$ cat src/source/upPkg.sv
package upPkg;

	// ====================
	// Widths and memory map
	// ====================
	localparam int dataWidth = 8;
	localparam int addrWidth = 8;
	localparam int memDepth  = 256;

	localparam logic [addrWidth-1:0] debugAddr = 8'd127;
	localparam logic [addrWidth-1:0] dataBase  = 8'h80;
	localparam logic [addrWidth-1:0] loopAddr  = 8'h00;    // Start of the main loop
	localparam logic [addrWidth-1:0] exitAddr  = 8'h10;    // Halt target

	// ====================
	// Encodings
	// ====================
	typedef enum logic [7:0] {
		opNop  = 8'h00,
		opLda  = 8'h01,
		opSta  = 8'h02,
		opAdd  = 8'h03,
		opSub  = 8'h04,
		opAnd  = 8'h05,
		opOr   = 8'h06,
		opXori = 8'h07,
		opIn   = 8'h08,
		opOut  = 8'h09,
		opJmp  = 8'h0A,
		opJz   = 8'h0B,
		opJc   = 8'h0C,
		opHlt  = 8'h0D
	} opcode_t;

	typedef enum logic [2:0] {aluAdd, aluSub, aluAnd, aluOr, aluXor, aluPass} aluOp_t;

	typedef enum logic [1:0] {stFetch, stOperand, stExecute, stHalt} state_t;

	// ====================
	// Reset program image
	// ====================
	typedef logic [memDepth-1:0][dataWidth-1:0] image_t;

	// Main loop exits on a zero input, else outputs 3x xor 5A and stores it at 127
	function automatic image_t buildImage();
		image_t img;
		img = '0;
		img[0]  = opIn;
		img[1]  = opJz;
		img[2]  = exitAddr;
		img[3]  = opSta;
		img[4]  = dataBase;    // Temp holds x
		img[5]  = opAdd;
		img[6]  = dataBase;
		img[7]  = opAdd;
		img[8]  = dataBase;
		img[9]  = opXori;
		img[10] = 8'h5A;
		img[11] = opOut;
		img[12] = opSta;
		img[13] = debugAddr;
		img[14] = opJmp;
		img[15] = loopAddr;
		img[exitAddr] = opHlt;
		return img;
	endfunction

	localparam image_t progImage = buildImage();

endpackage

$ cat src/source/upAlu.sv
`timescale 1ns/1ps

module upAlu
	import upPkg::*;
(
	input  aluOp_t               op,
	input  logic [dataWidth-1:0] a,
	input  logic [dataWidth-1:0] b,
	output logic [dataWidth-1:0] result,
	output logic                 carry,
	output logic                 zero
);

	logic [dataWidth:0] wide;

	always_comb begin
		wide = '0;
		case (op)
			aluAdd: begin
				wide = {1'b0, a} + {1'b0, b};
			end
			aluSub: begin
				wide = {1'b0, a} - {1'b0, b};    // Bit 8 is the borrow
			end
			aluAnd: begin
				wide = {1'b0, a & b};
			end
			aluOr: begin
				wide = {1'b0, a | b};
			end
			aluXor: begin
				wide = {1'b0, a ^ b};
			end
			default: begin
				wide = {1'b0, b};    // Pass
			end
		endcase
	end

	assign result = wide[dataWidth-1:0];
	assign carry  = wide[dataWidth];
	assign zero   = (result == '0);

endmodule

$ cat src/source/upMemory.sv
`timescale 1ns/1ps

module upMemory
	import upPkg::*;
(
	input  logic                 clk,
	input  logic                 nRst,
	input  logic [addrWidth-1:0] address,
	input  logic [dataWidth-1:0] wrData,
	input  logic                 we,
	output logic [dataWidth-1:0] rdData,
	output logic [dataWidth-1:0] debug
);

	logic [dataWidth-1:0] mem [memDepth];

	// ====================
	// Storage
	// ====================
	always_ff @(posedge clk or negedge nRst) begin
		if (!nRst) begin
			for (int i = 0; i < memDepth; i++) begin
				mem[i] <= progImage[i];    // Program reload
			end
		end else if (we) begin
			mem[address] <= wrData;
		end
	end

	assign rdData = mem[address];    // Async read
	assign debug  = mem[debugAddr];

	// ====================
	// Checks
	// ====================
	// Code area is read only, except the result mailbox
	codeWriteCheck: assert property (
		@(posedge clk) disable iff (!nRst)
		we |-> ((address >= dataBase) || (address == debugAddr))
	) else $error("Write into code area at %0h", address);

endmodule

$ cat src/source/upProcessor.sv
`timescale 1ns/1ps

module upProcessor
	import upPkg::*;
(
	input  logic                 clk,
	input  logic                 nRst,
	input  logic [dataWidth-1:0] rdData,
	input  logic [dataWidth-1:0] inPort,
	output logic [addrWidth-1:0] address,
	output logic [dataWidth-1:0] wrData,
	output logic                 we,
	output logic [dataWidth-1:0] outPort,
	output logic                 outStrobe,
	output logic                 halted
);

	state_t               state;
	logic [addrWidth-1:0] pc;
	opcode_t              ir;
	logic [dataWidth-1:0] operand;
	logic [dataWidth-1:0] acc;
	logic                 zFlag;
	logic                 cFlag;
	opcode_t              fetched;
	logic                 needsOperand;
	logic                 memAccess;
	logic                 aluWrite;
	aluOp_t               aluOp;
	logic [dataWidth-1:0] aluB;
	logic [dataWidth-1:0] aluResult;
	logic                 aluCarry;
	logic                 aluZero;

	// ====================
	// Decode
	// ====================
	assign fetched      = opcode_t'(rdData);
	assign needsOperand = !(fetched inside {opNop, opIn, opOut, opHlt});
	assign memAccess    = ir inside {opLda, opSta, opAdd, opSub, opAnd, opOr};

	always_comb begin
		aluOp    = aluPass;
		aluWrite = 1'b0;
		case (ir)
			opLda:   aluWrite = 1'b1;
			opAdd:   begin aluOp = aluAdd; aluWrite = 1'b1; end
			opSub:   begin aluOp = aluSub; aluWrite = 1'b1; end
			opAnd:   begin aluOp = aluAnd; aluWrite = 1'b1; end
			opOr:    begin aluOp = aluOr;  aluWrite = 1'b1; end
			opXori:  begin aluOp = aluXor; aluWrite = 1'b1; end
			default: ;
		endcase
	end

	assign aluB    = (ir == opXori) ? operand : rdData;    // Immediate or memory
	assign address = ((state == stExecute) && memAccess) ? operand : pc;
	assign wrData  = acc;
	assign we      = (state == stExecute) && (ir == opSta);

	upAlu aluI (
		.op     (aluOp),
		.a      (acc),
		.b      (aluB),
		.result (aluResult),
		.carry  (aluCarry),
		.zero   (aluZero)
	);

	// ====================
	// Sequencer
	// ====================
	always_ff @(posedge clk or negedge nRst) begin
		if (!nRst) begin
			state     <= stFetch;
			pc        <= '0;
			ir        <= opNop;
			operand   <= '0;
			acc       <= '0;
			zFlag     <= 1'b0;
			cFlag     <= 1'b0;
			outPort   <= '0;
			outStrobe <= 1'b0;
			halted    <= 1'b0;
		end else begin
			outStrobe <= 1'b0;    // Single cycle pulse
			case (state)
				stFetch: begin
					ir    <= fetched;
					pc    <= pc + 1'b1;
					state <= needsOperand ? stOperand : stExecute;
				end
				stOperand: begin
					operand <= rdData;
					pc      <= pc + 1'b1;
					state   <= stExecute;
				end
				stExecute: begin
					state <= stFetch;
					if (aluWrite) begin
						acc   <= aluResult;
						zFlag <= aluZero;
						cFlag <= aluCarry;
					end
					case (ir)
						opIn: begin
							acc   <= inPort;
							zFlag <= (inPort == '0);
						end
						opOut: begin
							outPort   <= acc;
							outStrobe <= 1'b1;
						end
						opJmp:   pc <= operand;
						opJz:    if (zFlag) pc <= operand;
						opJc:    if (cFlag) pc <= operand;
						opHlt: begin
							halted <= 1'b1;
							state  <= stHalt;
						end
						default: ;
					endcase
				end
				default: ;    // Halt is terminal
			endcase
		end
	end

	// ====================
	// Checks
	// ====================
	// A store executes only after its address byte was fetched
	weStateCheck: assert property (
		@(posedge clk) disable iff (!nRst) we |-> ($past(state) == stOperand)
	) else $error("Memory write without a preceding operand cycle");

	haltStickyCheck: assert property (
		@(posedge clk) disable iff (!nRst) halted |=> halted
	) else $error("Halted dropped without reset");

endmodule

$ cat src/source/upSystem.sv
`timescale 1ns/1ps

module upSystem
	import upPkg::*;
(
	input  logic                 clk,
	input  logic                 nRst,
	input  logic [dataWidth-1:0] inPort,
	output logic [dataWidth-1:0] outPort,
	output logic                 outStrobe,
	output logic                 halted,
	output logic [dataWidth-1:0] debug
);

	logic [addrWidth-1:0] address;
	logic [dataWidth-1:0] wrData;
	logic [dataWidth-1:0] rdData;
	logic                 we;

	upProcessor procI (
		.clk       (clk),
		.nRst      (nRst),
		.rdData    (rdData),
		.inPort    (inPort),
		.address   (address),
		.wrData    (wrData),
		.we        (we),
		.outPort   (outPort),
		.outStrobe (outStrobe),
		.halted    (halted)
	);

	upMemory memI (
		.clk     (clk),
		.nRst    (nRst),
		.address (address),
		.wrData  (wrData),
		.we      (we),
		.rdData  (rdData),
		.debug   (debug)    // Location 127
	);

endmodule

$ cat config.mk
export PLATFORM = sky130hd
export DESIGN_NAME = upSystem
export DESIGN_NICKNAME = d
export VERILOG_FILES = /design/src/source/upPkg.sv /design/src/source/upAlu.sv /design/src/source/upMemory.sv /design/src/source/upProcessor.sv /design/src/source/upSystem.sv
export SDC_FILE = /design/constraint.sdc
export NUM_CORES = 2
export LEC_CHECK = 0
export ABC_AREA = 0
export BUFFER_PORTS_ARGS = -buffer_cell sky130_fd_sc_hd__buf_4
export CORE_ASPECT_RATIO = 1.4
export CORE_MARGIN = 1.5
export CORE_UTILIZATION = 60
export CTS_CLUSTER_DIAMETER = 120
export DETAILED_ROUTE_END_ITERATION = 6
export PLACE_DENSITY = 0.72
export SLEW_MARGIN = 20
export SYNTH_ARGS = -nofsm -noshare
export SYNTH_HDL_FRONTEND = slang
export SYNTH_SLANG_ARGS = --single-unit
$ cat constraint.sdc
create_clock -name clk -period 9.3 [get_ports clk]
set_input_delay 1.86 -clock clk [delete_from_list [all_inputs] [get_ports clk]]
set_output_delay 1.86 -clock clk [all_outputs]
set_load 0.005 [all_outputs]
# After elaboration in Yosys (flattened, before gate mapping)
# Index checks and enable logic that the tools add are counted.
# classes
magnitude_cmp	2
n_eq_ne	25
div_mod_pow	0
addsub	3
bitwise_logic	4
shift	0
n_mul	0
mux	24
n_reduce_logical	20
# op_table
cell	count
$bwmux 2048	1
$eq 8x4->1 const B	9
$mux 8	9
$bmux 8 s8	1
$demux 8 s8	1
$pmux 9 s5	1
$eq 8x3->1 const B	4
$logic_not 8->1	3
$pmux 8 s3	1
$eq 8x2->1 const B	2
$pmux 8 s2	1
$pmux 3 s5	1
$add 8x8->9	1
$ge 9x9->1 const B	1
$lt 9x1->1 const B	1
$not 8->9	1
$sub 8x8->9	1
$add 8x1->8 const B	1
$and 8x8->8	1
$eq 8x1->1 const B	1
$or 8x8->8	1
$reduce_and 2->1	4
$xor 8x8->8	1
$eq 3x2->1 const B	2
19 further kinds	28
# word_totals
inputBits	10
latchBits	0
ram_bits	0
rom_bits	0
register_bits	2094
out_inout_bits	18
mem_count	0

# Logic depth before layout (Yosys ltp)
# depth
word_depth	14
mapped_depth	33
ltp_nobuf	27

# Hierarchy
# From an unflattened synthesis, not the netlist that was laid out.
# hier_totals
hier_cells	6250
hier_area_um2	96587.6
# modules_own_cells
mod	cells_each	n_inst	area_each_um2
upMemory	5840	1	92815.3
upProcessor	240	1	2586.2
upAlu	170	1	1186.1

# Worst setup path before layout
# No wires, ideal clock.
# synth_path
path_type	register -> register
startpoint	register procI.ir[5]
endpoint	register procI.zFlag
arrival_time_ns	6.693
synth_period_minus_slack_ns	6.770
stages_incl_launch_ff	29
required_ns	9.224
slack_ns	2.530
path_cell_list	dfrtp_1 -> or4_1 -> buf_2 -> nor4_4 -> buf_4 -> mux2i_1 -> clkbuf_1 -> buf_1 -> o21ai_0 -> a221oi_1 -> o22a_1 -> nand4_1 -> o21ai_0 -> inv_1 -> ha_1 -> nor2_1 -> xor2_1 -> ha_1 -> nor2b_1 -> o21ai_0 -> nand2b_1 -> a21o_1 -> a21o_1 -> xor2_1 -> a221oi_1 -> nand3b_1 -> or4_1 -> or4_1 -> o21ai_1
# synth_between
elab_chain_len	14
word_cells_on_any_way	35
classes_between	2 x add/sub; 12 x eq/ne; 10 x mux; 4 x bitwise; 7 x reduce/logical
# synth_rtl
element	line	rtl
from (decl)	upProcessor.sv:20	opcode_t ir;
from (signal assigned)	upProcessor.sv:77	ir <= opNop;
from (signal assigned)	upProcessor.sv:89	ir <= fetched;
$eq 8x1->1 (tied with other cells)	upProcessor.sv:40, upProcessor.sv:45	
$reduce_bool 6->1	upProcessor.sv:40	assign memAccess = ir inside {opLda, opSta, opAdd, opSub, opAnd, opOr};
$logic_and 1x1->1	upProcessor.sv:57	assign address = ((state == stExecute) && memAccess) ? operand : pc;
$mux 8	upProcessor.sv:57	
$not 8->9 (not written as such)	upMemory.sv:30	assign rdData = mem[address];
$bmux 8 s8	upMemory.sv:30	
$mux 8 (not written as such) (2 in a row)	upMemory.sv:30	
$mux 8	upProcessor.sv:56	assign aluB = (ir == opXori) ? operand : rdData;
$sub 8x8->9 (tied with other cells)	upAlu.sv:23	wide = {1'b0, a} - {1'b0, b};
$pmux 9 s5	upAlu.sv:18	case (op)
$logic_not 8->1	upAlu.sv:42	assign zero = (result == '0);
$mux 1	upProcessor.sv:100	if (aluWrite) begin
$mux 1	upProcessor.sv:105	case (ir)
to (signal assigned)	upProcessor.sv:102	zFlag <= aluZero;
to (signal assigned)	upProcessor.sv:108	zFlag <= (inPort == '0);
to (decl)	upProcessor.sv:23	logic zFlag;
# Several ways; a longest one is shown, not always the timed one. The select of a mux whose other input is x is not followed.
# A chain may end at the register's enable or synchronous reset.

# Final worst setup path
# layout_path
startpoint	register procI.state[0]
endpoint	register procI.zFlag
# layout_between
elab_chain_len	13
word_cells_on_any_way	18
classes_between	2 x add/sub; 1 x eq/ne; 8 x mux; 4 x bitwise; 3 x reduce/logical
# layout_rtl
element	line	rtl
from (decl)	upProcessor.sv:18	state_t state;
from (signal assigned)	upProcessor.sv:75	state <= stFetch;
from (signal assigned)	upProcessor.sv:91	state <= needsOperand ? stOperand : stExecute;
from (signal assigned)	upProcessor.sv:96	state <= stExecute;
$eq 2x2->1 (*)	upProcessor.sv:57, upProcessor.sv:87	
$logic_and 1x1->1	upProcessor.sv:57	
$mux 8	upProcessor.sv:57	
$not 8->9 (not written as such)	upMemory.sv:30	
$bmux 8 s8	upMemory.sv:30	
$mux 8 (not written as such) (2 in a row)	upMemory.sv:30	
$mux 8	upProcessor.sv:56	
$sub 8x8->9 (tied with other cells)	upAlu.sv:23	
$pmux 9 s5	upAlu.sv:18	
$logic_not 8->1	upAlu.sv:42	
$mux 1	upProcessor.sv:100	
$mux 1	upProcessor.sv:105	
# Mark *: on every way between the ends. The rest lies on a longest branch, timed or not. The select of a mux whose other input is x is not followed.

==> impl_metrics.toml <==
[critical_path]
worst_path_most_repeated_cell = "ha_1"
crit_fanout = 34
crit_arrival_ns = 9.66
cp_data_required_time_ns = 10.13
r2r-end = "procI.zFlag"
r2r_setup_slack_ns = 0.47
crit_slowest_cell = "o41ai_2"
rr_startpoint = "procI.state[0]"
cp-start-kind = "flop"
crit_path_max_incr_delay_ns = 0.96
endpoint_kind = "flop"
reg2reg_depth = 29
path_class = "flop to flop"

[clock_network]
clk_latency_ns = 0.93
cts_tree = "yes"
postCtsHoldBufs = 0
clock-sinks = 2094
cts_htree_levels = 4
cts_buffers = 202
cts_root_buffer = "clkbuf_16"
clk_pin_slew_ns = 0.06
post_cts_buffers = 0
clock_path_buffers = 3
cts_resized = 0

[outcome]
violations = "DRC"
status = "finished, violations left"

[place]
port_buffers = 27
place_inst = 11100
gp_congestion = 1.05
place_hpwl_mm = 270

[routing]
postRouteAntennaNets = 0
drt_first_pass_iters = 7
drt-wirelength-per-cell_um = 36.2
vias_per_cell = 7.38
drt_iter0_drc = 11900
wl_mm = 418
vias = 85100
drc = 17

[sta]
fin_skew_ns = 0.0365
fin_crit_sh = 0.949
timing.hold.ws_ns = 0.475
setup_viol = 0
hold_viol_final = 0
drv_slew = 0
fin_setup_tns_ns = 0
rsz0062_at_grt = "false"
max_freq_ghz = 0.113
period_minus_slack_ns = 8.83
worst_pin_slew_ns = 1.35
slew_headroom = 0.0908

[global_routing]
grt_max_degree = 183
grt_first_pass_wirelength_mm = 603
grt.overflow.total = 0
track_usage = 0.458
grt_pass1_vias = 84200
antenna_found_initial = 55

[logic_synthesis]
syn_nets = 9260
synthFlopType = "dfrtp_1"
yosys.area_share.simple = 0.0816
syn_inst = 9220
synth_top_area_share = 0.472
ys_types = 87
synth-adder-area-share = 0.00351
synth.most_common_cell = "dfrtp_1"
ys_ff_latch = 2094
yosysWarnings = 0
synth-xor-area-share = 0.000802
synth_compound_area_frac = 0.107
synth_commonest_cells = "dfrtp_1 (2059), nand2_1 (1580), o21ai_0 (1217)"
synth_top_family_by_area = "multiplexers"
syn_avg_cell_area_um2 = 11.8
synth_mux_area_frac = 0.294
yosysTopAreaCell = "dfrtp_1"
synth_edf_count = 0
async_flop_share = 1.00
yosysSeqAreaShare = 0.480
synth_area_leaders = "dfrtp_1 (47%), mux4_2 (16%), mux2_2 (10%)"
syn_area_mm2 = 0.109

[die]
core_area_mm2 = 0.181
die_w_um = 364
die_y_um = 508
start_util = 0.603
die_area_mm2 = 0.185
num_io_pins = 28
rows = 185

[worst_hold_path]
hp-class = "flop to flop"
whs_path_depth = 2
min_to = "memI.mem[1744]"
min-delay-start = "memI.mem[1744]"

[power]
p_per_area_mw_per_mm2 = 151
ir_drop_mv = 0.242
fin_total_pwr_mw = 18.0
p_leak_nw = 52.1

[cells_and_area]
utilization = 0.658
drive_gt1_frac = 0.284
syn2layout_area_growth_pct = 9.11
stdcell_count = 11500
layout.nets = 8943
fillerInstances = 13500

[flow_run]
drv_cap = 0
-- metrics by stage --
step                      cell area [um^2]  setup WS, ns
after floorplan                     109000          2.53
after global placement              112000         0.424
after detailed placement            112000         0.802
after CTS                           119000         0.750
after global routing                119000         0.228
final                               119000         0.475
-- state kept, by name, indices dropped and copies added, names as in the netlist, 2 cells and up --
name           flops
procI.wrData       8
procI.outPort      8
memI.debug         8
procI.ir           8
procI.operand      8
procI.state        2
procI.pc           8
memI.mem        2040
-- worst max-delay path, delay by kind of cell (launching register included) --
family | cells | cell delay (ns)
AO/OA/AOI/OAI | 9 | 2.76
XOR/XNOR | 2 | 0.33
adder cells (fa/ha/maj) | 3 | 1.24
buffers and inverters | 4 | 0.95
flip-flops | 1 | 0.41
multiplexers | 1 | 0.33
AND/OR/NAND/NOR | 10 | 2.68
-- worst max path at each step --
stage	startpoint	endpoint	slack, ns	cells after the start
final	procI.state[0]	procI.zFlag	0.47	29
after global routing	procI.state[0]	procI.zFlag	0.23	28
after CTS	procI.state[0]	procI.zFlag	0.75	29
after detailed placement	procI.state[0]	procI.zFlag	0.80	29
after global placement	procI.state[0]	procI.zFlag	0.42	29
after floorplan	procI.ir[5]	procI.zFlag	2.53	28
-- metal layers --
metal  GRT usage  routed length, um
met1       0.566             143000
met2       0.655             182000
met3       0.157              52600
met4       0.372              39900
met5     0.00261                353
-- report_power, final --
| part | leakage (nW) | switching, mW | internal (mW) |
|---|---|---|---|
| Sequential | 29.1 | 0 | 9.11 |
| Combinational | 19.6 | 0.182 | 0.0150 |
| Clock | 3.35 | 3.85 | 4.79 |
-- cell type report --
class	instances	area [um^2]	area share
Multi-Input combinational cell	6259	53500	0.449
Sequential cell	2094	52500	0.441
Clock buffer	302	5920	0.0497
Tap cell	2431	3040	0.0255
Timing Repair Buffer	312	2960	0.0249
Clock inverter	73	930	0.00780
Inverter	34	164	0.00138
Antenna cell	38	95.1	0.000798
-- placed cells by master (no fill, tap or decap), types with 52 or more instances in the layout --
cell type and n:
dfrtp_1 2043, nand2_1 1578, o21ai_0 1216, mux2_2 996, mux4_2 798, mux2i_1 277
buf_4 263, clkbuf_16 203, nor2_1 190, nand3_1 143, a22oi_1 138, a21oi_1 138
o22ai_1 95, a221oi_1 62, clkbuf_1 52
-- logic make-up after synthesis --
family / after synthesis
AOI/OAI and AO/OA: 1975
xor gates and xnor gates: 10
adders and majority gates: 30
buffers and inverters: 867
DFF: 2094
muxes: 2082
and+or+nand+nor: 2162
(Power assumes the default switching activity.)
